==> config.mk <==
export PLATFORM = sky130hd
export DESIGN_NAME = ifm_mem
export DESIGN_NICKNAME = d
export VERILOG_FILES = /design/src/design/sparse_conv_pkg.sv /design/src/design/ifm_mem.sv
export VERILOG_INCLUDE_DIRS = /design/src /design/src/design
export SDC_FILE = /design/constraint.sdc
export NUM_CORES = 2
export LEC_CHECK = 0
export ABC_AREA = 1
export BUFFER_PORTS_ARGS = -buffer_cell sky130_fd_sc_hd__buf_2
export CORE_MARGIN = 3
export CORE_UTILIZATION = 35
export CTS_CLUSTER_DIAMETER = 200
export DETAILED_ROUTE_END_ITERATION = 8
export PLACE_DENSITY = 0.54
export REMOVE_ABC_BUFFERS = 1
export SLEW_MARGIN = 10
export SYNTH_ARGS = -nofsm -noshare
export SYNTH_HDL_FRONTEND = slang
export SYNTH_SLANG_ARGS = --single-unit
==> constraint.sdc <==
create_clock -name clk_i -period 2.2 [get_ports clk_i]
set_input_delay 0.44 -clock clk_i [delete_from_list [all_inputs] [get_ports clk_i]]
set_output_delay 0.44 -clock clk_i [all_outputs]
set_load 0.005 [all_outputs]
==> src/design/sparse_conv_macros.svh <==
`ifndef SPARSE_CONV_MACROS_SVH
`define SPARSE_CONV_MACROS_SVH

////////////////////
// Chunk geometry
////////////////////

// Elements per IFM chunk
`define MEM_SIZE 32

// Elements moved per bus beat
`define BUS_SIZE 8

// Chunks held in the IFM memory
`define IFM_CHUNK_NUM 4

// Beats needed to fill one chunk
`define DAT_CYC_NUM (`MEM_SIZE / `BUS_SIZE)

`endif

==> src/design/sparse_conv_pkg.sv <==
`default_nettype none

`include "sparse_conv_macros.svh"

package sparse_conv_pkg;

	// One signed feature or weight byte
	typedef logic signed [7:0] elem_t;

	// One beat of payload, lane 0 in the low byte
	typedef elem_t [`BUS_SIZE-1:0] beat_data_t;

	// Sparsemap bits for one beat
	typedef logic [`BUS_SIZE-1:0] beat_map_t;

	typedef logic signed [31:0] acc_t;

	// APB register offsets
	typedef enum logic [7:0] {
		REG_CTRL        = 8'h00,
		REG_STATUS      = 8'h04,
		REG_RESULT      = 8'h08,
		REG_IFM_PTR     = 8'h0C,
		REG_IFM_MAP     = 8'h10,
		REG_IFM_DATA_LO = 8'h14,
		REG_IFM_DATA_HI = 8'h18,
		REG_FILTER_BASE = 8'h20
	} reg_addr_e;

	// Dot engine FSM
	typedef enum logic [1:0] {
		ENG_IDLE,
		ENG_RUN,
		ENG_DONE
	} eng_state_e;

endpackage

`default_nettype wire

==> src/design/ifm_mem.sv <==
`timescale 1ns/1ps
`default_nettype none

`include "sparse_conv_macros.svh"

module ifm_mem #(
	localparam int CHUNK_W = $clog2(`IFM_CHUNK_NUM),
	localparam int DAT_W   = $clog2(`DAT_CYC_NUM)
) (
	input  wire logic                        clk_i,
	input  wire logic                        rst_i,

	// Write port, one beat per valid
	input  wire logic                        wr_valid_i,
	input  wire logic [CHUNK_W-1:0]          wr_chunk_i,
	input  wire logic [DAT_W-1:0]            wr_dat_i,
	input  wire sparse_conv_pkg::beat_map_t  wr_sparsemap_i,
	input  wire sparse_conv_pkg::beat_data_t wr_nonzero_data_i,

	// Read port
	input  wire logic [CHUNK_W-1:0]          rd_chunk_i,
	input  wire logic [DAT_W-1:0]            rd_dat_i,
	output sparse_conv_pkg::beat_map_t       rd_sparsemap_o,
	output sparse_conv_pkg::beat_data_t      rd_nonzero_data_o
);

	////////////////////
	// Storage
	////////////////////

	// Each chunk is kept as DAT_CYC_NUM beat slots
	sparse_conv_pkg::beat_map_t  [`IFM_CHUNK_NUM-1:0][`DAT_CYC_NUM-1:0] mem_map_r;
	sparse_conv_pkg::beat_data_t [`IFM_CHUNK_NUM-1:0][`DAT_CYC_NUM-1:0] mem_data_r;

	always_ff @(posedge clk_i) begin
		if (rst_i) begin
			mem_map_r  <= '0;
			mem_data_r <= '0;
		end else if (wr_valid_i) begin
			mem_map_r[wr_chunk_i][wr_dat_i]  <= wr_sparsemap_i;
			mem_data_r[wr_chunk_i][wr_dat_i] <= wr_nonzero_data_i;
		end
	end

	////////////////////
	// Read
	////////////////////

	// Addressed beat comes straight out, no read latency
	assign rd_sparsemap_o    = mem_map_r[rd_chunk_i][rd_dat_i];
	assign rd_nonzero_data_o = mem_data_r[rd_chunk_i][rd_dat_i];

endmodule

`default_nettype wire

Yosys cells after proc, flatten, opt, wreduce, memory -nomap -nowiden
Index checks and enable logic that the tools add are counted.
{"block": "op_classes", "n_reduce_logical": 2, "order_cmp": 6, "muxes": 18}
{"operator": "$bwmux W1024", "n": 1}
{"operator": "$bmux W256 S2", "n": 1}
{"operator": "$demux W256 S2", "n": 1}
{"operator": "$mux W256", "n": 2}
{"operator": "$bmux W64 S2", "n": 1}
{"operator": "$bwmux W128", "n": 1}
{"operator": "$demux W64 S2", "n": 1}
{"operator": "$mux W64", "n": 2}
{"operator": "$bmux W32 S2", "n": 1}
{"operator": "$demux W32 S2", "n": 1}
{"operator": "$mux W32", "n": 2}
{"operator": "$bmux W8 S2", "n": 1}
{"operator": "$demux W8 S2", "n": 1}
{"operator": "$mux W8", "n": 2}
{"operator": "$lt A2 B3 Y1 const B", "n": 4}
{"operator": "$ge A2 B1 Y1 const B", "n": 2}
{"operator": "$logic_and A1 B1 Y1", "n": 2}
{"block": "word_totals", "output_inout_bits": 72, "ff_bits": 1152}

Logic depth before layout (Yosys ltp)
{"block": "depth", "ltp_word": 7, "mapped_depth": 9, "mapped_depth_nobuf": 7}

Worst setup path before layout
No wires, ideal clock.
{"block": "synth_path", "path_type": "input to output", "startpoint": "input port rd_chunk_i[1]", "endpoint": "output port rd_nonzero_data_o[0] (netlist bit)", "path_slack_ns": 0.248, "path_buffers": 3, "arrival_ns": 1.512, "cell_stages": 8, "cell_sequence": "clkbuf_1 -> clkinv_1 -> clkbuf_1 -> clkbuf_1 -> nand3_1 -> nand3_1 -> nand3_1 -> nand2_1"}
{"element": "from (decl)", "line": "ifm_mem.sv:21", "rtl": "input wire logic [CHUNK_W-1:0] rd_chunk_i,"}
{"element": "to (decl)", "line": "ifm_mem.sv:24", "rtl": "output sparse_conv_pkg::beat_data_t rd_nonzero_data_o"}

==> flow_summary.yaml <==
status:
  status: "complete, but fails checks"
  violations: "setup timing"
power:
  peakVddDrop_v: 0.000735
  power.density_mw_per_mm2: 744
  switching_share_pct: 26.3
  p_leak_nw: 25.4
  power.internal_mw: 36.0
  power.switching_mw: 12.9
  sequentialPowerShare_pct: 43.7
  clkPwrFrac_pct: 45.4
  combPwrFrac_pct: 10.9
route:
  num_vias: 53000
  vias_per_cell: 5.11
  drtIter0Drc: 4491
  ant_nets: 0
  drt-total-wl_mm: 205
  wl_per_cell_um: 19.7
  drc: 0
  dr.pass1.iters: 6
timing:
  min_period_ns: 2.26
  min_period_over_period_pct: 103
  tns_ns: -0.408
  tightest_slew_ns: 0.674
  slew_headroom_pct: 55.1
  fmaxAchievable_mhz: 442
  slew_viol_final: 0
  fin_worst_skew_ns: 0
  setup_viol: 17
  rsz0062_at_grt: "true"
  fin_ws_ns: -0.0605
  final-hold-violation-count: 0
worst_setup_path:
  r2r_start: "mem_data_r[766]"
  crit_fanout: 8
  critical_path_arrival_ns: 1.82
  crit_type: "input port to output port"
  cp_cell_sequence: "buf_16 > buf_16 > buf_16 > buf_16 > clkbuf_16 > nand2_1 > nand3_2 > nand3_2 > nand3_2 > nand2_1 > buf_2"
  reg2reg_to: "mem_data_r[766]"
  worstSetupStartpointType: "input port"
  cpMaxStageDelayCell: "buf_16"
  crit_path_frequent_cell: "buf_16"
  slowest_delay_ns: 0.17
  cp-end-kind: "output port"
  required_ns: 1.76
  r2r_slack_ns: 1.43
  r2r.worst_path.cells: 3
placement:
  place_ws_ns: -0.0985
  port_buffers: 154
  postPlaceCellArea_mm2: 0.0584
  dp_hpwl_mm: 113
  gp_congestion: 0.804
worst_hold_path:
  min_path_cells: 3
  hold-path-endpoint: "mem_data_r[685]"
  hp-start: "wr_nonzero_data_i[45]"
  hold_path.class: "input port to flop"
layout:
  final_cell_area_mm2: 0.0656
  fillerInstances: 15800
  multi_input_area_mm2: 0.0256
  final_common_cell: "nand2_1"
  drive_gt1_share_pct: 14.4
  most-common-layout-cells: "2887 x nand2_1, 972 x dfxtp_1, 941 x inv_1, 796 x a21oi_1, 670 x nand3_1"
  layout.nets: 8318
  syn_to_final_growth_pct: 22.2
  regArea_mm2: 0.0233
cts:
  clk_latency_ns: 0.77
  numCtsBuffers: 135
  clock-root-buffer: "clkbuf_16"
  clk_pin_slew_ns: 0.06
  htree_levels: 4
  cts_tree: "yes"
  cts_sinks: 1152
  clock_path_buffers: 3
logic_synthesis:
  synth_area_leader_cell: "dfxtp_1"
  synth_area_leaders: "dfxtp_1 43%, nand2_1 21%, nand3_1 8.1%"
  synth_area_mm2: 0.0537
  synth_cell_types: 17
  ys_ff_latch: 1152
  yosys_warnings: 0
  synth_compound_area_share_pct: 12.4
  synth_top_area_share_pct: 43.0
  postSynthAreaPerCell_um2: 6.43
  synth_top_family_by_area: "simple AND/OR/NAND/NOR gates"
  synthAdderAreaFrac_pct: 0
  muxShareOfSynthArea_pct: 0
  synth_xor_area_share_pct: 0
  seq_area_frac_synth_pct: 43.0
  synth-simple-area-share_pct: 32.5
  synthCells: 8352
grt:
  grt.total_usage_pct: 24.9
  grt_max_degree: 125
  antenna_found_initial: 21
  grt_pass1_vias: 49600
  grt_pass1_wl_mm: 306
  grt.overflow.total: 0
run:
  drv_cap: 0
floorplan:
  die_y_um: 398
  core-area_mm2: 0.152
  die-area_mm2: 0.158
  boundaryPins: 155
  rows: 143
  die_w_um: 398
  initial_core_util_pct: 35.3
==> repair_timing <==
item,CTS,global route
hold buffers,1,0
cloned,10,19
endpoints found under the setup margin,63,72
pin swaps,79,186
gates resized for setup,202,387
hold endpoints to repair,2,0
buffers inserted,12,6
==> power by group through the flow <==
| stage | clock, mW | sequential [mW] | combinational, mW |
|---|---|---|---|
| after floorplan | 0 | 21.7 | 2.04 |
| after global placement | 0 | 21.8 | 4.69 |
| after detailed placement | 0 | 21.8 | 4.71 |
| after CTS | 22.5 | 21.3 | 4.97 |
| after global routing | 23.3 | 21.3 | 5.76 |
| final | 22.2 | 21.3 | 5.34 |
==> per-stage QoR <==
stage / total power [mW] / hold WS (ns) / utilization, % / cells
after global routing: 50.4 / 0.0611 / 43.1 / 10400
after CTS: 48.8 / 0.0167 / 41.9 / 10300
final: 48.8 / 0.0673 / 43.2 / 10400
after floorplan: 23.8 / 0.432 / - / 7613
after global placement: 26.5 / 0.447 / 38.4 / 10100
after detailed placement: 26.5 / 0.450 / 38.4 / 10100
==> worst max-delay path, delay by kind of cell <==
family / cells / cell delay (ns)
buffers and inverters: 6 / 0.91
and+or+nand+nor: 5 / 0.40
==> layout make-up <==
type                       instances  area share, %
inverter                         964           5.61
tap                             2030           3.87
sequential                      1152           35.5
multi-input combinational       5497           39.0
antenna                           10         0.0381
clock buffer                     211           6.18
clock inverter                    28          0.387
timing repair buffer             485           9.41
==> flip-flops by register name (all words and copies together) (netlist names) <==
| name | cells |
|---|---|
| mem_data_r | 1024 |
| mem_map_r | 128 |
==> layer usage <==
| layer | global-route usage, % | vias up | wire (um) |
|---|---|---|---|
| met1 | 34.2 | 25100 | 92300 |
| li1 | - | 25800 | - |
| met2 | 40.4 | 1726 | 92700 |
| met5 | 0 | - | 54 |
| met4 | 7.07 | 10 | 5630 |
| met3 | 3.74 | 355 | 14100 |
==> how the worst max path moves through the flow <==
stage / from / to / slack, ns / cells past startpoint
6_report: rd_chunk_i[0] / rd_nonzero_data_o[55] / -0.06 / 11
3_3_place_gp: rd_chunk_i[0] / rd_sparsemap_o[3] / -0.1 / 10
3_5_place_dp: rd_chunk_i[0] / rd_nonzero_data_o[40] / -0.1 / 10
4_1_cts: mem_data_r[766] / rd_nonzero_data_o[62] / -0.07 / 7
2_1_floorplan: rd_chunk_i[1] / rd_sparsemap_o[1] / -4.87 / 5
5_1_grt: mem_data_r[547] / rd_nonzero_data_o[35] / -0.09 / 7
==> cell usage after synthesis, drive strengths merged <==
| cell | n |
|---|---|
| nand3 | 872 |
| a211oi | 356 |
| a21oi | 796 |
| clkinv | 1 |
| nor2 | 501 |
| o21ai | 5 |
| nor3 | 2 |
| clkbuf | 582 |
| dfxtp | 1152 |
| buf | 157 |
| inv | 963 |
| nand2 | 2965 |
==> logic make-up (layout without fill, tap and decap cells) <==
| kind of cell | Yosys count | count (layout) |
|---|---|---|
| DFF | 1152 | 1152 |
| and+or+nand+nor | 4340 | 4340 |
| other | 0 | 10 |
| AOI/OAI and AO/OA | 1157 | 1157 |
| buffers and inverters | 1703 | 1688 |
Note: power is estimated with default switching activity, not from simulation.
