## config.mk

```make
export PLATFORM = sky130hd
export DESIGN_NAME = sparse_dot_engine
export DESIGN_NICKNAME = d
export VERILOG_FILES = /design/src/design/sparse_conv_pkg.sv /design/src/design/sparse_dot_engine.sv
export VERILOG_INCLUDE_DIRS = /design/src /design/src/design
export SDC_FILE = /design/constraint.sdc
export NUM_CORES = 2
export LEC_CHECK = 0
export ABC_AREA = 0
export BUFFER_PORTS_ARGS = -buffer_cell sky130_fd_sc_hd__buf_2
export CAP_MARGIN = 20
export CORE_MARGIN = 10
export CORE_UTILIZATION = 60
export CTS_BUF_LIST = sky130_fd_sc_hd__clkbuf_4 sky130_fd_sc_hd__clkbuf_8
export DETAILED_ROUTE_END_ITERATION = 8
export HOLD_SLACK_MARGIN = 0.03
export PLACE_DENSITY = 0.82
export SETUP_SLACK_MARGIN = 0.5
export SYNTH_ARGS = -nofsm -noshare
export SYNTH_HDL_FRONTEND = slang
export SYNTH_SLANG_ARGS = --single-unit
```

## constraint.sdc

```tcl
create_clock -name clk_i -period 36.7 [get_ports clk_i]
set_input_delay 3.67 -clock clk_i [delete_from_list [all_inputs] [get_ports clk_i]]
set_output_delay 3.67 -clock clk_i [all_outputs]
set_load 0.02 [all_outputs]
```

## src/design/sparse_conv_macros.svh

```systemverilog
`ifndef SPARSE_CONV_MACROS_SVH
`define SPARSE_CONV_MACROS_SVH

////////////////////
// Chunk geometry
////////////////////

// Elements per IFM chunk
`define MEM_SIZE 32

// Elements moved per bus beat
`define BUS_SIZE 8

// Chunks held in the IFM memory
`define IFM_CHUNK_NUM 4

// Beats needed to fill one chunk
`define DAT_CYC_NUM (`MEM_SIZE / `BUS_SIZE)

`endif

```

## src/design/sparse_conv_pkg.sv

```systemverilog
`default_nettype none

`include "sparse_conv_macros.svh"

package sparse_conv_pkg;

	// One signed feature or weight byte
	typedef logic signed [7:0] elem_t;

	// One beat of payload, lane 0 in the low byte
	typedef elem_t [`BUS_SIZE-1:0] beat_data_t;

	// Sparsemap bits for one beat
	typedef logic [`BUS_SIZE-1:0] beat_map_t;

	typedef logic signed [31:0] acc_t;

	// APB register offsets
	typedef enum logic [7:0] {
		REG_CTRL        = 8'h00,
		REG_STATUS      = 8'h04,
		REG_RESULT      = 8'h08,
		REG_IFM_PTR     = 8'h0C,
		REG_IFM_MAP     = 8'h10,
		REG_IFM_DATA_LO = 8'h14,
		REG_IFM_DATA_HI = 8'h18,
		REG_FILTER_BASE = 8'h20
	} reg_addr_e;

	// Dot engine FSM
	typedef enum logic [1:0] {
		ENG_IDLE,
		ENG_RUN,
		ENG_DONE
	} eng_state_e;

endpackage

`default_nettype wire

```

## src/design/sparse_dot_engine.sv

```systemverilog
`timescale 1ns/1ps
`default_nettype none

`include "sparse_conv_macros.svh"

module sparse_dot_engine #(
	localparam int CHUNK_W   = $clog2(`IFM_CHUNK_NUM),
	localparam int DAT_W     = $clog2(`DAT_CYC_NUM),
	localparam int STEP_W    = $clog2(`DAT_CYC_NUM + 1),
	localparam int FLT_WORDS = `MEM_SIZE / 4,
	localparam int FLT_IDX_W = $clog2(FLT_WORDS)
) (
	input  wire logic                        clk_i,
	input  wire logic                        rst_i,

	input  wire logic                        start_i,
	input  wire logic [CHUNK_W-1:0]          start_chunk_i,

	// Filter load, four weights per word
	input  wire logic                        flt_wr_i,
	input  wire logic [FLT_IDX_W-1:0]        flt_word_idx_i,
	input  wire logic [31:0]                 flt_word_i,

	// IFM read port
	output logic [CHUNK_W-1:0]               rd_chunk_o,
	output logic [DAT_W-1:0]                 rd_dat_o,
	input  wire sparse_conv_pkg::beat_map_t  rd_sparsemap_i,
	input  wire sparse_conv_pkg::beat_data_t rd_nonzero_data_i,

	output logic                             busy_o,
	output logic                             done_o,
	output sparse_conv_pkg::acc_t            result_o
);

	sparse_conv_pkg::elem_t [`MEM_SIZE-1:0] weight_r;
	sparse_conv_pkg::beat_data_t            wt_beat;
	sparse_conv_pkg::eng_state_e            state_r;
	logic [STEP_W-1:0]                      step_r;
	logic [CHUNK_W-1:0]                     chunk_r;
	sparse_conv_pkg::acc_t                  beat_sum;
	sparse_conv_pkg::acc_t                  psum_r;
	sparse_conv_pkg::acc_t                  acc_r;

	////////////////////
	// Filter weights
	////////////////////

	always_ff @(posedge clk_i) begin
		if (rst_i) begin
			weight_r <= '0;
		end else if (flt_wr_i) begin
			weight_r[flt_word_idx_i * 4 +: 4] <= flt_word_i;
		end
	end

	// Weights lined up with the beat being read
	assign wt_beat = weight_r[rd_dat_o * `BUS_SIZE +: `BUS_SIZE];

	////////////////////
	// Masked MAC
	////////////////////

	always_comb begin
		logic signed [15:0] prod;
		beat_sum = '0;
		for (int i = 0; i < `BUS_SIZE; i++) begin
			prod = rd_nonzero_data_i[i] * wt_beat[i];
			// Lanes with a clear map bit are skipped
			if (rd_sparsemap_i[i]) begin
				beat_sum = beat_sum + sparse_conv_pkg::acc_t'(prod);
			end
		end
	end

	// Beat sum is registered once before it enters the accumulator
	always_ff @(posedge clk_i) begin
		if (start_i && (state_r != sparse_conv_pkg::ENG_RUN)) begin
			psum_r <= '0;
			acc_r  <= '0;
		end else if (state_r == sparse_conv_pkg::ENG_RUN) begin
			psum_r <= beat_sum;
			acc_r  <= acc_r + psum_r;
		end
	end

	////////////////////
	// Control FSM
	////////////////////

	always_ff @(posedge clk_i) begin
		if (rst_i) begin
			state_r  <= sparse_conv_pkg::ENG_IDLE;
			step_r   <= '0;
			chunk_r  <= '0;
			result_o <= '0;
		end else begin
			case (state_r)
				sparse_conv_pkg::ENG_IDLE, sparse_conv_pkg::ENG_DONE: begin
					if (start_i) begin
						state_r <= sparse_conv_pkg::ENG_RUN;
						step_r  <= '0;
						chunk_r <= start_chunk_i;
					end
				end
				sparse_conv_pkg::ENG_RUN: begin
					step_r <= step_r + 1'b1;
					// Extra step drains the last beat sum
					if (step_r == STEP_W'(`DAT_CYC_NUM)) begin
						result_o <= acc_r + psum_r;
						state_r  <= sparse_conv_pkg::ENG_DONE;
					end
				end
				default: state_r <= sparse_conv_pkg::ENG_IDLE;
			endcase
		end
	end

	assign rd_chunk_o = chunk_r;
	assign rd_dat_o   = step_r[DAT_W-1:0];
	assign busy_o     = (state_r == sparse_conv_pkg::ENG_RUN);
	assign done_o     = (state_r == sparse_conv_pkg::ENG_DONE);

endmodule

`default_nettype wire

```

## Word level (Yosys, flattened, before mapping)

Cells that the tools add are included.
W data, S select, Z words.

- Output and inout port bits: 38
- Register bits after elaboration: 359
- Word-level logic and storage cells: 101
- Input bits: 113

- $mul: 8
- $add $sub $neg: 10
- Equality and inequality tests: 6
- Reductions and logical operators: 8
- Multiplexer cells: 14
- Shift-type cells: 17

Operators with widths:

| operator | number |
|---|---|
| $shiftx A4 B34 Y32 | 8 |
| $bwmux W256 | 1 |
| $mux W32 | 8 |
| $shiftx A32 B6 Y8 | 8 |
| $add A32 B16 Y32 | 7 |
| $mul A8 B8 Y16 | 8 |
| $neg A5 Y34 | 1 |
| $shift A4 B34 Y32 const A | 1 |
| $add A32 B32 Y32 | 1 |
| $reduce_and A2 Y1 | 4 |
| $pmux W3 S2 | 1 |
| $mux W2 | 2 |
| $ne A2 B1 Y1 const B | 2 |
| $pmux W2 S2 | 1 |
| $add A3 B1 Y3 const B | 1 |
| $eq A3 B3 Y1 const B | 1 |
| $mux W3 | 1 |
| $eq A2 B1 Y1 const B | 1 |
| $eq A2 B2 Y1 const B | 1 |
| $logic_not A2 Y1 | 1 |
| $ne A2 B2 Y1 const B | 1 |
| $reduce_bool A2 Y1 | 1 |
| $reduce_or A2 Y1 | 1 |
| $logic_and A1 B1 Y1 | 1 |

## Depth between registers and ports, before layout

- Depth after elaboration: 17
- Depth in mapped cells: 133
- Depth with buffers taken out: 131

## Least setup slack after synthesis

Ideal clock, no wire load.

- Path kind: input-to-reg
- Start: in rd_nonzero_data_i[6] in the netlist's numbering
- End: reg psum_r[31]
- Library setup time: 0.069 ns
- Required time: 36.631 ns
- Slack: 2.476 ns
- Stages: 120
- Data arrival time: 34.154 ns
- Path through: and2_1 -> fa_1 -> inv_1 -> fa_1 -> inv_1 -> fa_1 -> inv_1 -> fa_1 -> inv_1 -> ha_1 -> a21oi_1 -> o21bai_1 -> a21oi_1 -> xnor2_1 -> nand2_1 -> fa_1 -> fa_1 -> fa_1 -> [... 84 more ...] -> mux2_2 -> fa_1 -> inv_1 -> fa_1 -> fa_1 -> fa_1 -> ha_1 -> ha_1 -> a21oi_1 -> inv_1 -> a21oi_1 -> nand2_1 -> a21o_1 -> a31o_2 -> mux2_2 -> xnor2_1 -> xnor3_1 -> o21ai_1

- Word-level cells in the longest chain between the ends: 16

Ends and longest elaborated chain:

| what | line | text |
|---|---|---|
| start: declaration | sparse_dot_engine.sv:28 | `input wire sparse_conv_pkg::beat_data_t rd_nonzero_data_i,` |
| $mul A8 B8 Y16 (*) | sparse_dot_engine.sv:67 | `prod = rd_nonzero_data_i[i] * wt_beat[i];` |
| $mux W32 (*) | sparse_dot_engine.sv:69 | `if (rd_sparsemap_i[i]) begin` |
| $add A32 B16 Y32 | sparse_dot_engine.sv:70 | `beat_sum = beat_sum + sparse_conv_pkg::acc_t'(prod);` |
| $mux W32 (*) | sparse_dot_engine.sv:69 |  |
| $add A32 B16 Y32 | sparse_dot_engine.sv:70 |  |
| $mux W32 (*) | sparse_dot_engine.sv:69 |  |
| $add A32 B16 Y32 | sparse_dot_engine.sv:70 |  |
| $mux W32 (*) | sparse_dot_engine.sv:69 |  |
| $add A32 B16 Y32 | sparse_dot_engine.sv:70 |  |
| $mux W32 (*) | sparse_dot_engine.sv:69 |  |
| $add A32 B16 Y32 | sparse_dot_engine.sv:70 |  |
| $mux W32 (*) | sparse_dot_engine.sv:69 |  |
| $add A32 B16 Y32 | sparse_dot_engine.sv:70 |  |
| $mux W32 (*) | sparse_dot_engine.sv:69 |  |
| $add A32 B16 Y32 | sparse_dot_engine.sv:70 |  |
| $mux W32 (*) | sparse_dot_engine.sv:69 |  |
| end signal: assignment | sparse_dot_engine.sv:81 | `psum_r <= beat_sum;` |
| end: declaration | sparse_dot_engine.sv:41 | `sparse_conv_pkg::acc_t psum_r;` |

Mark *: on every way between the ends. The rest lies on a longest branch, timed or not.
A chain may end at the register's enable or synchronous reset.

## Worst setup path after layout

Same ends and word-level chain as after synthesis.

==> flow_metrics.tcl <==
set metrics [dict create \
    cts.sinks 359 \
    die_h_microns 327 \
    globalRoute.totalOverflow 0 \
    ys_ff_latch 359 \
    drt_iter0_markers 3614 \
    switchingPower_mw 0.506 \
    drive_gt1_share_pct 9.32 \
    yosys_warnings 0 \
    design_area_sq_um 60500 \
    wire_per_inst_microns 20.3 \
    detail-route-antenna-nets 0 \
    dr_total_vias 45300 \
    critPathRequiredTime_ps 37270 \
    synthFlopType "dfxtp_1" \
    report.final.slew_viol_count 0 \
    swShare_pct 38.7 \
    min_path_type "flip-flop to flip-flop" \
    grt_pass1_wl_mm 251 \
    clkPwrFrac_pct 28.7 \
    irDropWorstVdd_mv 0.0354 \
    syn_inst 6266 \
    initial_core_util_pct 60.5 \
    cts_buffer_depth 3 \
    crit_top_cell "fa_1" \
    rsz0062_at_grt "false" \
    syn_area_sq_um 56500 \
    intPower_mw 0.803 \
    grt_use_met3_pct 5.87 \
    place_area_sq_um 58500 \
    critical_path_arrival_ps 35650 \
    dr.pass1.iters 6 \
    drt_wl_total_mm 155 \
    rows 112 \
    power_leakage_nw 29.2 \
    endpoint_kind "flip-flop" \
    coreArea_sq_um 93500 \
    syn-num-nets 7860 \
    cap_violations 0 \
    antenna_found_initial 24 \
    fin_cells 7647 \
    layout.nets 7928 \
    fin_crit_ps 35080 \
    setup_violations 0 \
    ff2ff_path_depth 120 \
    clk-insertion-delay-late_ps 690 \
    max_clock_freq_mhz 28.5 \
    synthArstFlopShare_pct 0 \
    synth_edf_count 0 \
    cp-start-kind "input pin" \
    ios 151 \
    vias_per_cell 5.93 \
    avgSynthCellArea_sq_um 9.02 \
    drc 0 \
    yosysSeqAreaShare_pct 12.7 \
    synthDistinctLibCells 99 \
    gp_congestion 0.982 \
    crit_type "input pin to flip-flop" \
    seqPwrFrac_pct 32.1 \
    hpwl_mm 125 \
    clk_pin_slew_worst_paths_ps 60 \
    gr-usage-met2_pct 48.1 \
    port_buffers 150 \
    worst_pin_slew_ps 1100 \
    combPwrFrac_pct 39.2 \
    die_w_microns 327 \
    r2r-start "step_r[1]" \
    hold_viol_final 0 \
    grt_max_degree 112 \
    maxSlewHeadroom_pct 26.2 \
    critical_path.max_fanout 8 \
    powerDensity_nw_per_um2 21.6 \
    power_mw 1.31 \
    finalCritPeriodShare_pct 95.6 \
    max_stage_delay_ps 590 \
    grt_use_total_pct 29.1 \
    r2r_slack_ps 3050 \
    grt_busiest_layer "met2" \
    tns_ps 0 \
    fin_worst_skew_ps 47.8 \
    root_buffer "clkbuf_8" \
    htreeDepth 2 \
    syn2layout_area_growth_pct 7.00 \
    cts_buffers 59 \
    cts_tree "yes" \
    slowest_stage "fa_1" \
    die_area_sq_um 107000 \
    met1_usage_pct 36.3 \
    grt_pass1_vias 47600 \
    outcome "completed" \
    crit_start "rd_nonzero_data_i[6]" \
    rr_endpoint "psum_r[31]" \
    cp-endpoint "psum_r[31]" \
    dp.cells 7502 \
]
-- cell usage in the layout (no fill, tap or decap), types with 149 or more instances in the layout --
| cell | netlist | layout |
|---|---|---|
| dfxtp_1 | 359 | 357 |
| a21oi_1 | 475 | 461 |
| o21ai_0 | 168 | 157 |
| xnor2_1 | 156 | 153 |
| buf_2 | 6 | 149 |
| ha_1 | 529 | 507 |
| inv_1 | 1026 | 1025 |
| nor2_1 | 221 | 214 |
| fa_1 | 952 | 951 |
| and2_1 | 257 | 257 |
| nand2_1 | 830 | 827 |
| nand3_1 | 158 | 155 |
-- layer usage --
metal	wire length (microns)	share of wire [%]
met4	7820	5.0
met5	67	0.043
met2	74100	48
met1	59200	38
met3	14300	9.2
-- repair_timing --
action	in CTS	in global routing
hold buffers	0	0
setup endpoints to repair	1	10
gates resized for setup	0	114
pin swaps	2	19
buffers inserted	2	15
-- metrics by stage --
step                util [%]  hold WS, ps  setup slack [ps]
finish                  64.7          449              1620
detailed placement      62.5          441              -198
floorplan                  -          422              2480
global route            64.7          464               342
global placement        62.5          435               153
CTS                     63.9          450               578
-- cells in the mapped netlist (22+ instances only) --
cell type	instances	area, sq um
ha_1	529	6620
clkbuf_1	167	627
mux4_2	63	1420
o21ai_0	168	841
inv_1	1026	3850
mux2_2	50	563
and2_1	257	1610
a211oi_1	34	255
a21oi_1	475	2380
nor2b_1	26	163
nor2_1	221	830
a21o_1	115	863
nand2b_1	72	450
nand3_1	158	791
clkbuf_2	30	150
dfxtp_1	359	7190
nor3_1	61	305
o21a_1	47	353
o21bai_1	37	278
fa_1	952	19100
xor2_1	66	578
nand4_1	22	138
a31oi_1	23	144
xnor2_1	156	1370
nand2_1	830	3120
-- worst max-delay path, delay by kind of cell --
kind / cells / cell delay [ps]
multiplexers: 5 / 1530
buffers and inverters: 17 / 1090
AND/OR/NAND/NOR: 10 / 1540
XOR/XNOR: 7 / 1120
adder cells (fa/ha/maj): 47 / 20800
AO/OA/AOI/OAI: 33 / 5900
-- area by class of cell --
cell class              instances  area, sq um
multi-input cells            4654        45100
fillers                      7488        33000
flip-flops and latches        359         7190
inverters                    1031         3870
well taps                    1254         1570
repair buffers                229         1440
clock buffers                  94         1150
clock inverters                 8         97.6
diodes                         18         45.0
-- flip-flops by register name, summed over array words and instances (netlist names) --
signal and flops:
state_r 2, weight_r 256, acc_r 32, step_r 3, rd_chunk_o 2, psum_r 32, result_o 32
-- power by group through the flow --
stage          Sequential, mW  Combinational, mW  Clock [mW]
2_1_floorplan           0.421              0.353           0
3_3_place_gp            0.428              0.478           0
3_5_place_dp            0.428              0.491           0
4_1_cts                 0.420              0.497       0.378
5_1_grt                 0.421              0.573       0.393
6_report                0.420              0.513       0.376
-- kinds of logic (layout without fill, tap and decap cells) --
group / Yosys count / in the layout / synth area share, %
AOI/OAI and AO/OA: 1093 / 1093 / 12.0
and+or+nand+nor: 1729 / 1729 / 14.1
buffers and inverters: 1253 / 1362 / 8.42
muxes: 127 / 127 / 3.77
adders and majority gates: 1481 / 1481 / 45.4
xor gates and xnor gates: 224 / 224 / 3.52
DFF: 359 / 359 / 12.7
other: 0 / 18 / 0
-- how the worst min path moves through the flow --
stage	startpoint	to	slack, ps	cells after the start
after floorplan	psum_r[10]	psum_r[10]	420	2
after global placement	weight_r[254]	weight_r[254]	430	2
after detailed placement	weight_r[240]	weight_r[240]	440	2
after CTS	weight_r[240]	weight_r[240]	450	2
after global routing	weight_r[120]	weight_r[120]	460	2
final	weight_r[248]	weight_r[248]	450	2
No activity file was read; power rests on OpenSTA's default activity.
