$ cat src/design/sparse_conv_macros.svh
`ifndef SPARSE_CONV_MACROS_SVH
`define SPARSE_CONV_MACROS_SVH

////////////////////
// Chunk geometry
////////////////////

// Elements per IFM chunk
`define MEM_SIZE 32

// Elements moved per bus beat
`define BUS_SIZE 8

// Chunks held in the IFM memory
`define IFM_CHUNK_NUM 4

// Beats needed to fill one chunk
`define DAT_CYC_NUM (`MEM_SIZE / `BUS_SIZE)

`endif

$ cat src/design/sparse_conv_pkg.sv
`default_nettype none

`include "sparse_conv_macros.svh"

package sparse_conv_pkg;

	// One signed feature or weight byte
	typedef logic signed [7:0] elem_t;

	// One beat of payload, lane 0 in the low byte
	typedef elem_t [`BUS_SIZE-1:0] beat_data_t;

	// Sparsemap bits for one beat
	typedef logic [`BUS_SIZE-1:0] beat_map_t;

	typedef logic signed [31:0] acc_t;

	// APB register offsets
	typedef enum logic [7:0] {
		REG_CTRL        = 8'h00,
		REG_STATUS      = 8'h04,
		REG_RESULT      = 8'h08,
		REG_IFM_PTR     = 8'h0C,
		REG_IFM_MAP     = 8'h10,
		REG_IFM_DATA_LO = 8'h14,
		REG_IFM_DATA_HI = 8'h18,
		REG_FILTER_BASE = 8'h20
	} reg_addr_e;

	// Dot engine FSM
	typedef enum logic [1:0] {
		ENG_IDLE,
		ENG_RUN,
		ENG_DONE
	} eng_state_e;

endpackage

`default_nettype wire

$ cat src/design/ifm_apb_regs.sv
`timescale 1ns/1ps
`default_nettype none

`include "sparse_conv_macros.svh"

module ifm_apb_regs #(
	localparam int CHUNK_W   = $clog2(`IFM_CHUNK_NUM),
	localparam int DAT_W     = $clog2(`DAT_CYC_NUM),
	localparam int FLT_WORDS = `MEM_SIZE / 4,
	localparam int FLT_IDX_W = $clog2(FLT_WORDS)
) (
	input  wire logic                   clk_i,
	input  wire logic                   rst_i,

	// APB slave, zero wait
	input  wire logic                   psel_i,
	input  wire logic                   penable_i,
	input  wire logic                   pwrite_i,
	input  wire logic [7:0]             paddr_i,
	input  wire logic [31:0]            pwdata_i,
	output logic [31:0]                 prdata_o,
	output logic                        pslverr_o,

	// Engine status
	input  wire logic                   busy_i,
	input  wire logic                   done_i,
	input  wire sparse_conv_pkg::acc_t  result_i,

	// IFM memory write port
	output logic                        ifm_wr_valid_o,
	output logic [CHUNK_W-1:0]          ifm_wr_chunk_o,
	output logic [DAT_W-1:0]            ifm_wr_dat_o,
	output sparse_conv_pkg::beat_map_t  ifm_wr_sparsemap_o,
	output sparse_conv_pkg::beat_data_t ifm_wr_nonzero_data_o,

	// Engine control and filter load
	output logic                        start_o,
	output logic [CHUNK_W-1:0]          start_chunk_o,
	output logic                        flt_wr_o,
	output logic [FLT_IDX_W-1:0]        flt_word_idx_o,
	output logic [31:0]                 flt_word_o
);

	logic                       wr_acc;
	logic                       rd_acc;
	logic                       addr_ok;
	logic                       flt_hit;
	logic                       reject;
	logic [7:0]                 flt_off;
	logic [31:0]                rd_data;
	logic                       ctrl_wr;
	logic                       ptr_wr;
	logic                       map_wr;
	logic                       lo_wr;
	logic                       hi_wr;
	logic                       flt_wr;

	sparse_conv_pkg::beat_map_t map_stage_r;
	logic [31:0]                lo_stage_r;
	logic [CHUNK_W-1:0]         ctrl_chunk_r;
	logic [CHUNK_W-1:0]         ptr_chunk_r;
	logic [DAT_W-1:0]           ptr_dat_r;

	////////////////////
	// Decode
	////////////////////

	assign wr_acc = psel_i & penable_i & pwrite_i;
	assign rd_acc = psel_i & penable_i & ~pwrite_i;

	// Filter window, word aligned
	assign flt_off = paddr_i - 8'(sparse_conv_pkg::REG_FILTER_BASE);
	assign flt_hit = (flt_off < 8'(FLT_WORDS * 4)) && (paddr_i[1:0] == 2'b00);

	assign ctrl_wr = wr_acc && (paddr_i == sparse_conv_pkg::REG_CTRL);
	assign ptr_wr  = wr_acc && (paddr_i == sparse_conv_pkg::REG_IFM_PTR);
	assign map_wr  = wr_acc && (paddr_i == sparse_conv_pkg::REG_IFM_MAP);
	assign lo_wr   = wr_acc && (paddr_i == sparse_conv_pkg::REG_IFM_DATA_LO);
	assign hi_wr   = wr_acc && (paddr_i == sparse_conv_pkg::REG_IFM_DATA_HI);
	assign flt_wr  = wr_acc && flt_hit;

	// Dropped while the engine runs
	assign reject = busy_i && ((ctrl_wr && pwdata_i[0]) || lo_wr || hi_wr || flt_wr);

	always_comb begin
		addr_ok = 1'b1;
		rd_data = '0;
		case (paddr_i)
			sparse_conv_pkg::REG_CTRL:        rd_data = 32'(ctrl_chunk_r) << 2;
			sparse_conv_pkg::REG_STATUS:      rd_data = {30'd0, done_i, busy_i};
			sparse_conv_pkg::REG_RESULT:      rd_data = result_i;
			sparse_conv_pkg::REG_IFM_PTR:     rd_data = (32'(ptr_chunk_r) << 4) | 32'(ptr_dat_r);
			sparse_conv_pkg::REG_IFM_MAP:     rd_data = 32'(map_stage_r);
			sparse_conv_pkg::REG_IFM_DATA_LO: rd_data = lo_stage_r;
			// Write only, the HI lanes go straight to memory
			sparse_conv_pkg::REG_IFM_DATA_HI: rd_data = '0;
			default:                          addr_ok = flt_hit;
		endcase
	end

	assign prdata_o  = rd_acc ? rd_data : '0;
	assign pslverr_o = psel_i && penable_i && (!addr_ok || reject);

	// Start and filter writes act in the access cycle itself
	assign start_o        = ctrl_wr && pwdata_i[0] && !busy_i;
	assign start_chunk_o  = pwdata_i[2 +: CHUNK_W];
	assign flt_wr_o       = flt_wr && !busy_i;
	assign flt_word_idx_o = flt_off[2 +: FLT_IDX_W];
	assign flt_word_o     = pwdata_i;

	////////////////////
	// Pointer, control
	////////////////////

	always_ff @(posedge clk_i) begin
		if (rst_i) begin
			ctrl_chunk_r   <= '0;
			ptr_chunk_r    <= '0;
			ptr_dat_r      <= '0;
			ifm_wr_valid_o <= 1'b0;
		end else begin
			ifm_wr_valid_o <= 1'b0;
			if (ctrl_wr && !reject) begin
				ctrl_chunk_r <= pwdata_i[2 +: CHUNK_W];
			end
			if (ptr_wr) begin
				ptr_dat_r   <= pwdata_i[0 +: DAT_W];
				ptr_chunk_r <= pwdata_i[4 +: CHUNK_W];
			end else if (hi_wr && !reject) begin
				ifm_wr_valid_o <= 1'b1;
				// Auto increment, chunk advances on beat wrap
				if (ptr_dat_r == DAT_W'(`DAT_CYC_NUM - 1)) begin
					ptr_dat_r <= '0;
					if (ptr_chunk_r == CHUNK_W'(`IFM_CHUNK_NUM - 1)) begin
						ptr_chunk_r <= '0;
					end else begin
						ptr_chunk_r <= ptr_chunk_r + 1'b1;
					end
				end else begin
					ptr_dat_r <= ptr_dat_r + 1'b1;
				end
			end
		end
	end

	// Beat staging
	always_ff @(posedge clk_i) begin
		if (map_wr) begin
			map_stage_r <= pwdata_i[`BUS_SIZE-1:0];
		end
		if (lo_wr && !reject) begin
			lo_stage_r <= pwdata_i;
		end
		if (hi_wr) begin
			ifm_wr_chunk_o        <= ptr_chunk_r;
			ifm_wr_dat_o          <= ptr_dat_r;
			ifm_wr_sparsemap_o    <= map_stage_r;
			ifm_wr_nonzero_data_o <= {pwdata_i, lo_stage_r};
		end
	end

endmodule

`default_nettype wire

$ cat config.mk
export PLATFORM = sky130hd
export DESIGN_NAME = ifm_apb_regs
export DESIGN_NICKNAME = d
export VERILOG_FILES = /design/src/design/sparse_conv_pkg.sv /design/src/design/ifm_apb_regs.sv
export VERILOG_INCLUDE_DIRS = /design/src /design/src/design
export SDC_FILE = /design/constraint.sdc
export NUM_CORES = 1
export LEC_CHECK = 0
export BUFFER_PORTS_ARGS = -buffer_cell sky130_fd_sc_hd__buf_2
export CAP_MARGIN = 20
export CORE_UTILIZATION = 47
export DETAILED_ROUTE_END_ITERATION = 12
export GPL_ROUTABILITY_DRIVEN = 0
export PLACE_DENSITY = 0.78
export SLEW_MARGIN = 20
export SYNTH_ARGS = -nofsm -noshare
export SYNTH_HDL_FRONTEND = slang
export SYNTH_SLANG_ARGS = --single-unit
$ cat constraint.sdc
create_clock -name clk_i -period 7 [get_ports clk_i]
set_input_delay 1.4 -clock clk_i [delete_from_list [all_inputs] [get_ports clk_i]]
set_output_delay 1.4 -clock clk_i [all_outputs]
set_load 0.03 [all_outputs]
== Word level (Yosys, flattened, before mapping) ==
Index checks and enable logic that the tools add are counted.
Word-level totals
  register bits after elaboration: 123
  bits in latches: 0
  bits in writable memories: 0
  memory bits (read-only): 0
  input bits: 79
  output and inout bits: 149
  word-level logic and storage cells: 75
  memories kept: 0
Operators by class
  $add $sub $neg: 3
  multiply operators: 0
  divide/modulo/power cells: 0
  $lt $le $gt $ge: 1
  equality and inequality tests: 8
  shift-type cells: 0
  muxes and demuxes: 11
  bitwise logic cells: 5
  reductions and logical operators: 30
Operators with widths (count)
  one-hot mux 32 bit (6 select lines): 1
  two-way mux 32 bit: 1
  == test 8 x 5 -> 1 bit, second input constant: 3
  == test 8 x 4 -> 1 bit, second input constant: 2
  logical AND 1 bit: 16
  two-way mux 2 bit: 7
  == test 8 x 3 -> 1 bit, second input constant: 1
  zero test 8 bit: 1
  < comparator 8 x 6 -> 1 bit, second input constant: 1
  subtractor 8 x 6 -> 8 bit, second input constant: 1
  OR reduction 7 bit: 1
  bitwise OR 6 x 2 -> 6 bit: 1
  adder 2 x 1 -> 2 bit, second input constant: 2
  == test 2 bit, second input constant: 2
  logical OR 1 bit: 4
  nonzero test 2 bit: 2
  bitwise AND 1 bit: 3
  zero test 1 bit: 3
  zero test 2 bit: 1
  two-way mux 1 bit: 2
  AND reduction 2 bit: 1
  OR reduction 2 bit: 1
  inverter 1 bit: 1

== Logic depth before layout (Yosys ltp) ==
Gate-level depths: netlist of run 1.
  depth in word-level cells: 12
  depth in mapped cells: 7

== Worst setup path after synthesis of run 1 ==
OpenSTA, ideal clock, no wires.
  path type: input to register
  start: input paddr_i[3]
  end: register ifm_wr_chunk_o[0], enable pin
  library setup time: 0.511 ns
  arrival: 5.071 ns
  setup slack: 1.418 ns
  stages on the path: 4
  cell sequence: buf_2 -> and2_1 -> nand3_1 -> nor2_1
Between the ends
  word-level cells in the longest chain between the ends: 2
RTL lines
  start: declaration: RTL line ifm_apb_regs.sv:19  | input wire logic [7:0] paddr_i,
  == test 8 x 5 -> 1 bit: RTL line ifm_apb_regs.sv:79  | assign hi_wr = wr_acc && (paddr_i == sparse_conv_pkg::REG_IFM_DATA_HI);
  logical AND 1 bit: RTL line ifm_apb_regs.sv:79
  end signal: assignment: RTL line ifm_apb_regs.sv:155  | ifm_wr_chunk_o <= ptr_chunk_r;
  end: declaration: RTL line ifm_apb_regs.sv:31  | output logic [CHUNK_W-1:0] ifm_wr_chunk_o,
No other way between the ends.
A chain may end at the register's enable or synchronous reset.

== Final worst setup path of run 1 ==
  start: input paddr_i[5]
  end: output prdata_o[2]
Between the ends
  word-level cells in the longest chain between the ends: 3
  elaborated cells on any way between the ends: 8
  classes of those cells: eq/ne (5); mux (2); reduce/logical (1)
RTL lines
  == test 8 x 5 -> 1 bit (tied with other cells): RTL line ifm_apb_regs.sv:88  | case (paddr_i)
  one-hot mux 32 bit (6 select lines) (*): RTL line ifm_apb_regs.sv:88
  two-way mux 32 bit (*): RTL line ifm_apb_regs.sv:101  | assign prdata_o = rd_acc ? rd_data : '0;
  end: declaration: RTL line ifm_apb_regs.sv:21  | output logic [31:0] prdata_o,
Every way passes the cells marked *; elsewhere a longest branch is shown, timed or not.

==> flow_metrics.tcl, run 1 <==
set metrics [dict create \
    status "completed" \
    grt_pass1_wl_microns 18600 \
    synth_seq_cells 123 \
    comb_power_share_pct 4.9 \
    io_buffers 227 \
    setup.worst_path.start_class "primary input" \
    hold_violations 0 \
    crit_required_ns 5.60 \
    cts_resized 0 \
    path_class "in -> out" \
    ant_nets 0 \
    dieWidth_microns 105 \
    p_sw_mw 0.389 \
    dp_hpwl_microns 8530 \
    track_usage_pct 22.6 \
    setup_viol 0 \
    grt_pass1_vias 3426 \
    clock.fmax_mhz 209 \
    synth_cells 332 \
    drtIter0Drc 239 \
    yosysWarningCount 0 \
    clock_latency_ns 0.50 \
    fin_area_sq_mm 0.00665 \
    drive_gt1_share_pct 51.8 \
    seqPwrFrac_pct 43.4 \
    synthFlopType "edfxtp_1" \
    grt_max_degree 77 \
    synth-async-reset-ratio_pct 0 \
    holdPathEnd "ifm_wr_sparsemap_o[1]$_DFFE_PN_" \
    p_sw_share_pct 21.1 \
    cp.arrival_ns 3.38 \
    min_period_ns 4.78 \
    max_slew_margin_pct 33.0 \
    crit_fanout 32 \
    clk_path_buf_depth 2 \
    pin_count 228 \
    synth_cell_types 49 \
    p_leak_nw 2.66 \
    rrSetupSlack_ns 5.60 \
    antenna_found_initial 0 \
    nNetsFinal 610 \
    clockPowerShare_pct 51.7 \
    maxCapViolations 0 \
    slew_violations 0 \
    drc 0 \
    mostFrequentLayoutCell "buf_2" \
    tns_ns 0 \
    synth_edf_count 116 \
    vias 3551 \
    rsz0062_at_grt "false" \
    dpl.cell_count 645 \
    worstReg2RegStart "ptr_chunk_r[0]$_SDFFE_PP0P_" \
    postPlaceCellArea_sq_mm 0.00599 \
    worst_slew_pin_slew_ns 1.00 \
    syn_to_final_growth_pct 32.1 \
    total_power_mw 1.84 \
    grt.overflow.total 0 \
    holdPathStages 0 \
    vias_per_cell 5.25 \
    avgSynthCellArea_sq_um 15.2 \
    final_cell_mix "buf_2, edfxtp_1, nor2_1" \
    r2r_end "ptr_chunk_r[1]$_SDFFE_PP0P_" \
    peakVddDrop_mv 0.136 \
    post-route-period-util_pct 68.3 \
    worst_setup_path_end_kind "output pin" \
    hold_class "reg -> reg" \
    first_pass_iters 5 \
    wl_per_cell_microns 18.2 \
    internal_power_mw 1.46 \
    cts.sinks 123 \
    fin_skew_ns 0.00642 \
    htree_levels 4 \
    syn_nets 414 \
    postCtsHoldBufs 0 \
    synth_area_sq_mm 0.00503 \
    fillCellCount 804 \
    die_area_sq_mm 0.0111 \
    clkTransAtPathRegs_ns 0.06 \
    wirelength_microns 12300 \
    initial_core_util_pct 48.5 \
    yosysSeqAreaShare_pct 72.0 \
    final_cells 677 \
    antenna_cells 0 \
    post_cts_buffers 0 \
    pwr_density_cell_mw_per_mm2 277 \
    num_rows 37 \
    chipHeight_microns 105 \
    cts_root_buf "clkbuf_8" \
    reg2reg_depth 4 \
    core_sq_mm 0.0104 \
    cts_tree "done" \
    cts_buffers 17 \
    holdCritStartpoint "map_stage_r[1]$_DFFE_PP_" \
]
[layer usage]
layer | up-vias | part of all wire [%] | wire length (microns) | global-route usage, %
met5 | - | 0 | 0 | 0
met2 | 185 | 52 | 6390 | 38.0
met4 | 0 | 0.57 | 70 | 7.95
li1 | 1636 | - | - | -
met1 | 1724 | 41 | 5060 | 28.6
met3 | 6 | 6.5 | 799 | 5.26
[cell type report]
class | instances | area (sq um) | share of cell area, %
Multi-Input combinational cell | 154 | 1050 | 15.8
Timing Repair Buffer | 228 | 1140 | 17.2
Inverter | 4 | 15.0 | 0.226
Tap cell | 136 | 170 | 2.56
Clock inverter | 14 | 231 | 3.48
Clock buffer | 18 | 418 | 6.28
Sequential cell | 123 | 3620 | 54.5
[worst max path at each step]
stage / slack [ns] / depth (start not counted) / from / to
3_5_place_dp: 2.20 / 6 / paddr_i[5] / prdata_o[2]
2_1_floorplan: 1.42 / 4 / paddr_i[3] / ifm_wr_chunk_o[0]$_DFFE_PN_
3_3_place_gp: 2.27 / 6 / paddr_i[5] / prdata_o[2]
6_report: 2.22 / 6 / paddr_i[5] / prdata_o[2]
5_1_grt: 2.06 / 6 / paddr_i[5] / prdata_o[2]
4_1_cts: 2.19 / 6 / paddr_i[5] / prdata_o[2]
[synth_stat cells (2+ instances only)]
cell type,number,area (sq um)
o21bai_1,2,15.0
nand2_1,9,33.8
ha_1,3,37.5
dfxtp_1,7,140
nor2b_1,3,18.8
or3_2,2,15.0
a21o_1,4,30.0
and3_1,3,18.8
clkbuf_1,2,7.51
a22o_1,3,26.3
and2_1,2,12.5
a21oi_1,4,20.0
nand4_1,3,18.8
nand3_1,8,40.0
inv_1,4,15.0
nand2b_1,6,37.5
a32oi_1,3,26.3
buf_4,37,278
buf_2,7,35.0
nor2_1,30,113
a31oi_1,2,12.5
or3_1,4,25.0
and3_2,2,15.0
edfxtp_1,116,3480
mux2i_1,8,80.1
a22oi_1,26,195
buf_6,4,45.0
o21ai_0,3,15.0
a21oi_2,5,43.8
[sequential cells by signal, indices dropped and copies added (netlist names)]
| name | count |
|---|---|
| ctrl_chunk_r | 2 |
| ifm_wr_chunk_o | 2 |
| ifm_wr_dat_o | 2 |
| ifm_wr_nonzero_data_o | 64 |
| ifm_wr_sparsemap_o | 8 |
| ifm_wr_valid_o | 1 |
| lo_stage_r | 32 |
| map_stage_r | 8 |
| ptr_chunk_r | 2 |
| ptr_dat_r | 2 |
[kinds of logic after synthesis]
kind of cell             synth area share [%]
AND/OR/NAND/NOR                          9.15
buffers and inverters                    7.63
XOR/XNOR                                0.174
adder cells (fa/ha/maj)                 0.746
multiplexers                             1.81
flip-flops                               72.0
AO/OA/AOI/OAI                            8.50
[per-stage QoR]
stage	util, %	setup slack (ns)	hold slack (ns)
detailed placement	57.8	2.20	0.434
floorplan	-	1.42	0.426
CTS	64.1	2.19	0.454
finish	64.1	2.22	0.454
global route	64.1	2.06	0.465
global placement	57.8	2.27	0.433
[worst max-delay path: stages]
cell	delay [ns]
buf_2	0.14
nor3_4	0.41
nand2_2	0.13
or4_4	0.77
a21oi_1	0.28
buf_2	0.24
[power by group through the flow]
stage	clock [mW]	combinational (mW)	sequential (mW)
floorplan	0	0.0571	0.816
global placement	0	0.0865	0.815
detailed placement	0	0.0891	0.815
CTS	0.974	0.0895	0.800
global route	1.00	0.0959	0.799
finish	0.954	0.0898	0.800
Power figures use the tool's default switching activity.
==> run 2, diff against run 1 <==
--- a/config.mk
+++ b/config.mk
@@ -6,6 +6,7 @@
 export SDC_FILE = /design/constraint.sdc
 export NUM_CORES = 1
 export LEC_CHECK = 0
+export ABC_AREA = 1
 export BUFFER_PORTS_ARGS = -buffer_cell sky130_fd_sc_hd__buf_2
 export CAP_MARGIN = 20
 export CORE_UTILIZATION = 47
==> constraint.sdc (replaced) <==
create_clock -name clk_i -period 4.95 [get_ports clk_i]
set_input_delay 0.99 -clock clk_i [delete_from_list [all_inputs] [get_ports clk_i]]
set_output_delay 0.99 -clock clk_i [all_outputs]
set_load 0.03 [all_outputs]
==> run 2 against run 1 <==
  * Synthesized area rose by 0.27%
  * Via count is 5.4% higher
  * Synthesized cell count increased by 21%
  * Sequential power grew 41%
  * Utilization is 0.62 points higher
  * Global-route usage fell by 0.44 points
  * Critical path depth increased by 2
  * Critical path type unchanged
  * Critical endpoint is now prdata_o[18]
  * Largest power group unchanged
==> flow_metrics.tcl, run 2 <==
set metrics [dict create \
    status "completed" \
    total_power_mw 2.48 \
    clock_latency_ns 0.49 \
    slowest_stage "nor2_2" \
    yosysSeqAreaShare_pct 71.8 \
    slew_violations 0 \
    synth_cell_types 26 \
    io_buffers 227 \
    syn_nets 485 \
    rsz0062_at_grt "false" \
    tns_ns 0 \
    synthFlopType "edfxtp_1" \
    post_cts_buffers 0 \
    wirelength_microns 12200 \
    fillCellCount 818 \
    seqPwrFrac_pct 45.5 \
    grt_pass1_wl_microns 18200 \
    core_sq_mm 0.0104 \
    rrSetupSlack_ns 3.77 \
    worst_slew_pin_slew_ns 0.883 \
    antenna_cells 0 \
    first_pass_iters 4 \
    syn_to_final_growth_pct 33.0 \
    vias_per_cell 4.94 \
    synth_common_cells "edfxtp_1, nand2_1, buf_4" \
    seqCellArea_sq_mm 0.00362 \
    cts_buffers 17 \
    grt.overflow.total 0 \
    fin_skew_ns 0.00380 \
    grt_pass1_vias 3700 \
    postCtsHoldBufs 0 \
    synth_cells 403 \
    multi_input_area_sq_mm 0.00100 \
    pwr_density_cell_mw_per_mm2 370 \
    cts_resized 0 \
    synth_edf_count 116 \
    yosysWarningCount 0 \
    synth_seq_cells 123 \
    vias 3743 \
    post-route-period-util_pct 75.1 \
    nNetsFinal 691 \
    holdPathEnd "ifm_wr_sparsemap_o[7]$_DFFE_PN_" \
    dieWidth_microns 106 \
    synth_top_cell_by_area "edfxtp_1" \
    cts.sinks 123 \
    cp.arrival_ns 2.73 \
    setup.worst_path.start_class "primary input" \
    comb_power_share_pct 4.7 \
    fin_ws_ns 1.23 \
    clk_path_buf_depth 2 \
    die_area_sq_mm 0.0112 \
    ant_nets 0 \
    clockPowerShare_pct 49.8 \
    wl_per_cell_microns 16.1 \
    drtIter0Drc 256 \
    yosysMostFrequentCell "edfxtp_1" \
    ys_top_cells_by_area "edfxtp_1, nand2_1, buf_4" \
    p_sw_share_pct 21.5 \
    internal_power_mw 1.95 \
    peakVddDrop_mv 0.276 \
    track_usage_pct 22.1 \
    worst_setup_path_end_kind "output pin" \
    cts_tree "done" \
    htree_levels 4 \
    reg.largest.list "ifm_wr_nonzero_data_o (64), lo_stage_r (32)" \
    p_leak_nw 2.81 \
    drive_gt1_share_pct 46.1 \
    avgSynthCellArea_sq_um 12.5 \
    r2r_end "ptr_dat_r[1]$_SDFFE_PP0P_" \
    cts_root_buf "clkbuf_8" \
    path_class "in -> out" \
    mostFrequentLayoutCell "buf_2" \
    holdPathStages 0 \
    yosys.area.top_type_share_pct 69.0 \
    setup_viol 0 \
    max_slew_margin_pct 41.2 \
    clkTransAtPathRegs_ns 0.06 \
    grt_max_degree 68 \
    slowest_delay_ns 0.42 \
    hold_violations 0 \
    drc 0 \
    chipHeight_microns 106 \
    cp-startpoint "paddr_i[4]" \
    min_period_ns 3.72 \
    crit_fanout 24 \
    path_cells "buf_2 > nor2_1 > nand2_1 > nor2_2 > buf_4 > nand2_1 > a21oi_1 > buf_2" \
    dp_hpwl_microns 8690 \
    synth_area_sq_mm 0.00505 \
    initial_core_util_pct 48.7 \
    holdCritStartpoint "map_stage_r[7]$_DFFE_PP_" \
    top_register "ifm_wr_nonzero_data_o" \
    p_sw_mw 0.535 \
    worstReg2RegStart "ptr_dat_r[0]$_SDFFE_PP0P_" \
    synth-async-reset-ratio_pct 0 \
    maxCapViolations 0 \
    final_cell_mix "buf_2, edfxtp_1, nand2_1" \
    hold_class "reg -> reg" \
    largest_reg_flops 64 \
    reg2reg_depth 5 \
    num_rows 37 \
    pin_count 228 \
    clock.fmax_mhz 269 \
    antenna_found_initial 0 \
    pre_cts_ws_ns 1.22 \
    crit_required_ns 3.96 \
]
-- run 2: final cells by class --
cell class / count / area share [%]
clock buffers: 18 / 6.22
clock inverters: 14 / 2.78
inverters: 28 / 1.57
multi-input cells: 205 / 14.9
flip-flops and latches: 123 / 54.0
well taps: 136 / 2.53
repair buffers: 234 / 18.0
-- run 2: per-layer routing --
metal / wire length (microns) / GRT usage, % / up-vias / part of all wire (%)
met3: 778 / 5.07 / 12 / 6.4
met1: 4770 / 26.0 / 1777 / 39
met5: 0 / 0 / - / 0
met4: 164 / 9.23 / 0 / 1.3
met2: 6480 / 39.0 / 178 / 53
li1: - / - / 1776 / -
-- run 2: power by group through the flow --
stage | Combinational [mW] | Clock [mW] | Sequential, mW
after floorplan | 0.0742 | 0 | 1.15
after global placement | 0.115 | 0 | 1.15
after detailed placement | 0.117 | 0 | 1.15
after CTS | 0.117 | 1.26 | 1.13
after global routing | 0.124 | 1.31 | 1.13
final | 0.117 | 1.24 | 1.13
-- run 2: worst max-delay path by stage --
stage,endpoint,slack (ns)
6_report,prdata_o[18],1.23
4_1_cts,prdata_o[3],1.22
2_1_floorplan,ifm_wr_chunk_o[0]$_DFFE_PN_,1.17
5_1_grt,prdata_o[3],1.06
3_3_place_gp,prdata_o[2],1.31
3_5_place_dp,prdata_o[3],1.22
-- run 2: stage by stage --
stage                     cells  cell area (sq um)  utilization, %  hold WS (ns)
after floorplan             403               5050               -         0.427
after global placement      725               6080            58.7         0.430
after detailed placement    725               6080            58.7         0.432
after CTS                   757               6690            64.5         0.446
after global routing        758               6720            64.8         0.454
final                       758               6720            64.8         0.447
-- run 2: kinds of logic (layout without fill, tap and decap cells) --
family	after synthesis	after routing	share of synthesized area, %
fa+ha+maj	3	3	0.744
buf+inv	75	294	8.70
simple gates	160	160	14.1
compound gates	42	42	4.66
flops	123	123	71.8
-- run 2: critical path, delay by kind of cell --
family | cells | cell delay, ns
AND/OR/NAND/NOR | 4 | 0.78
AO/OA/AOI/OAI | 1 | 0.20
buffers and inverters | 3 | 0.72
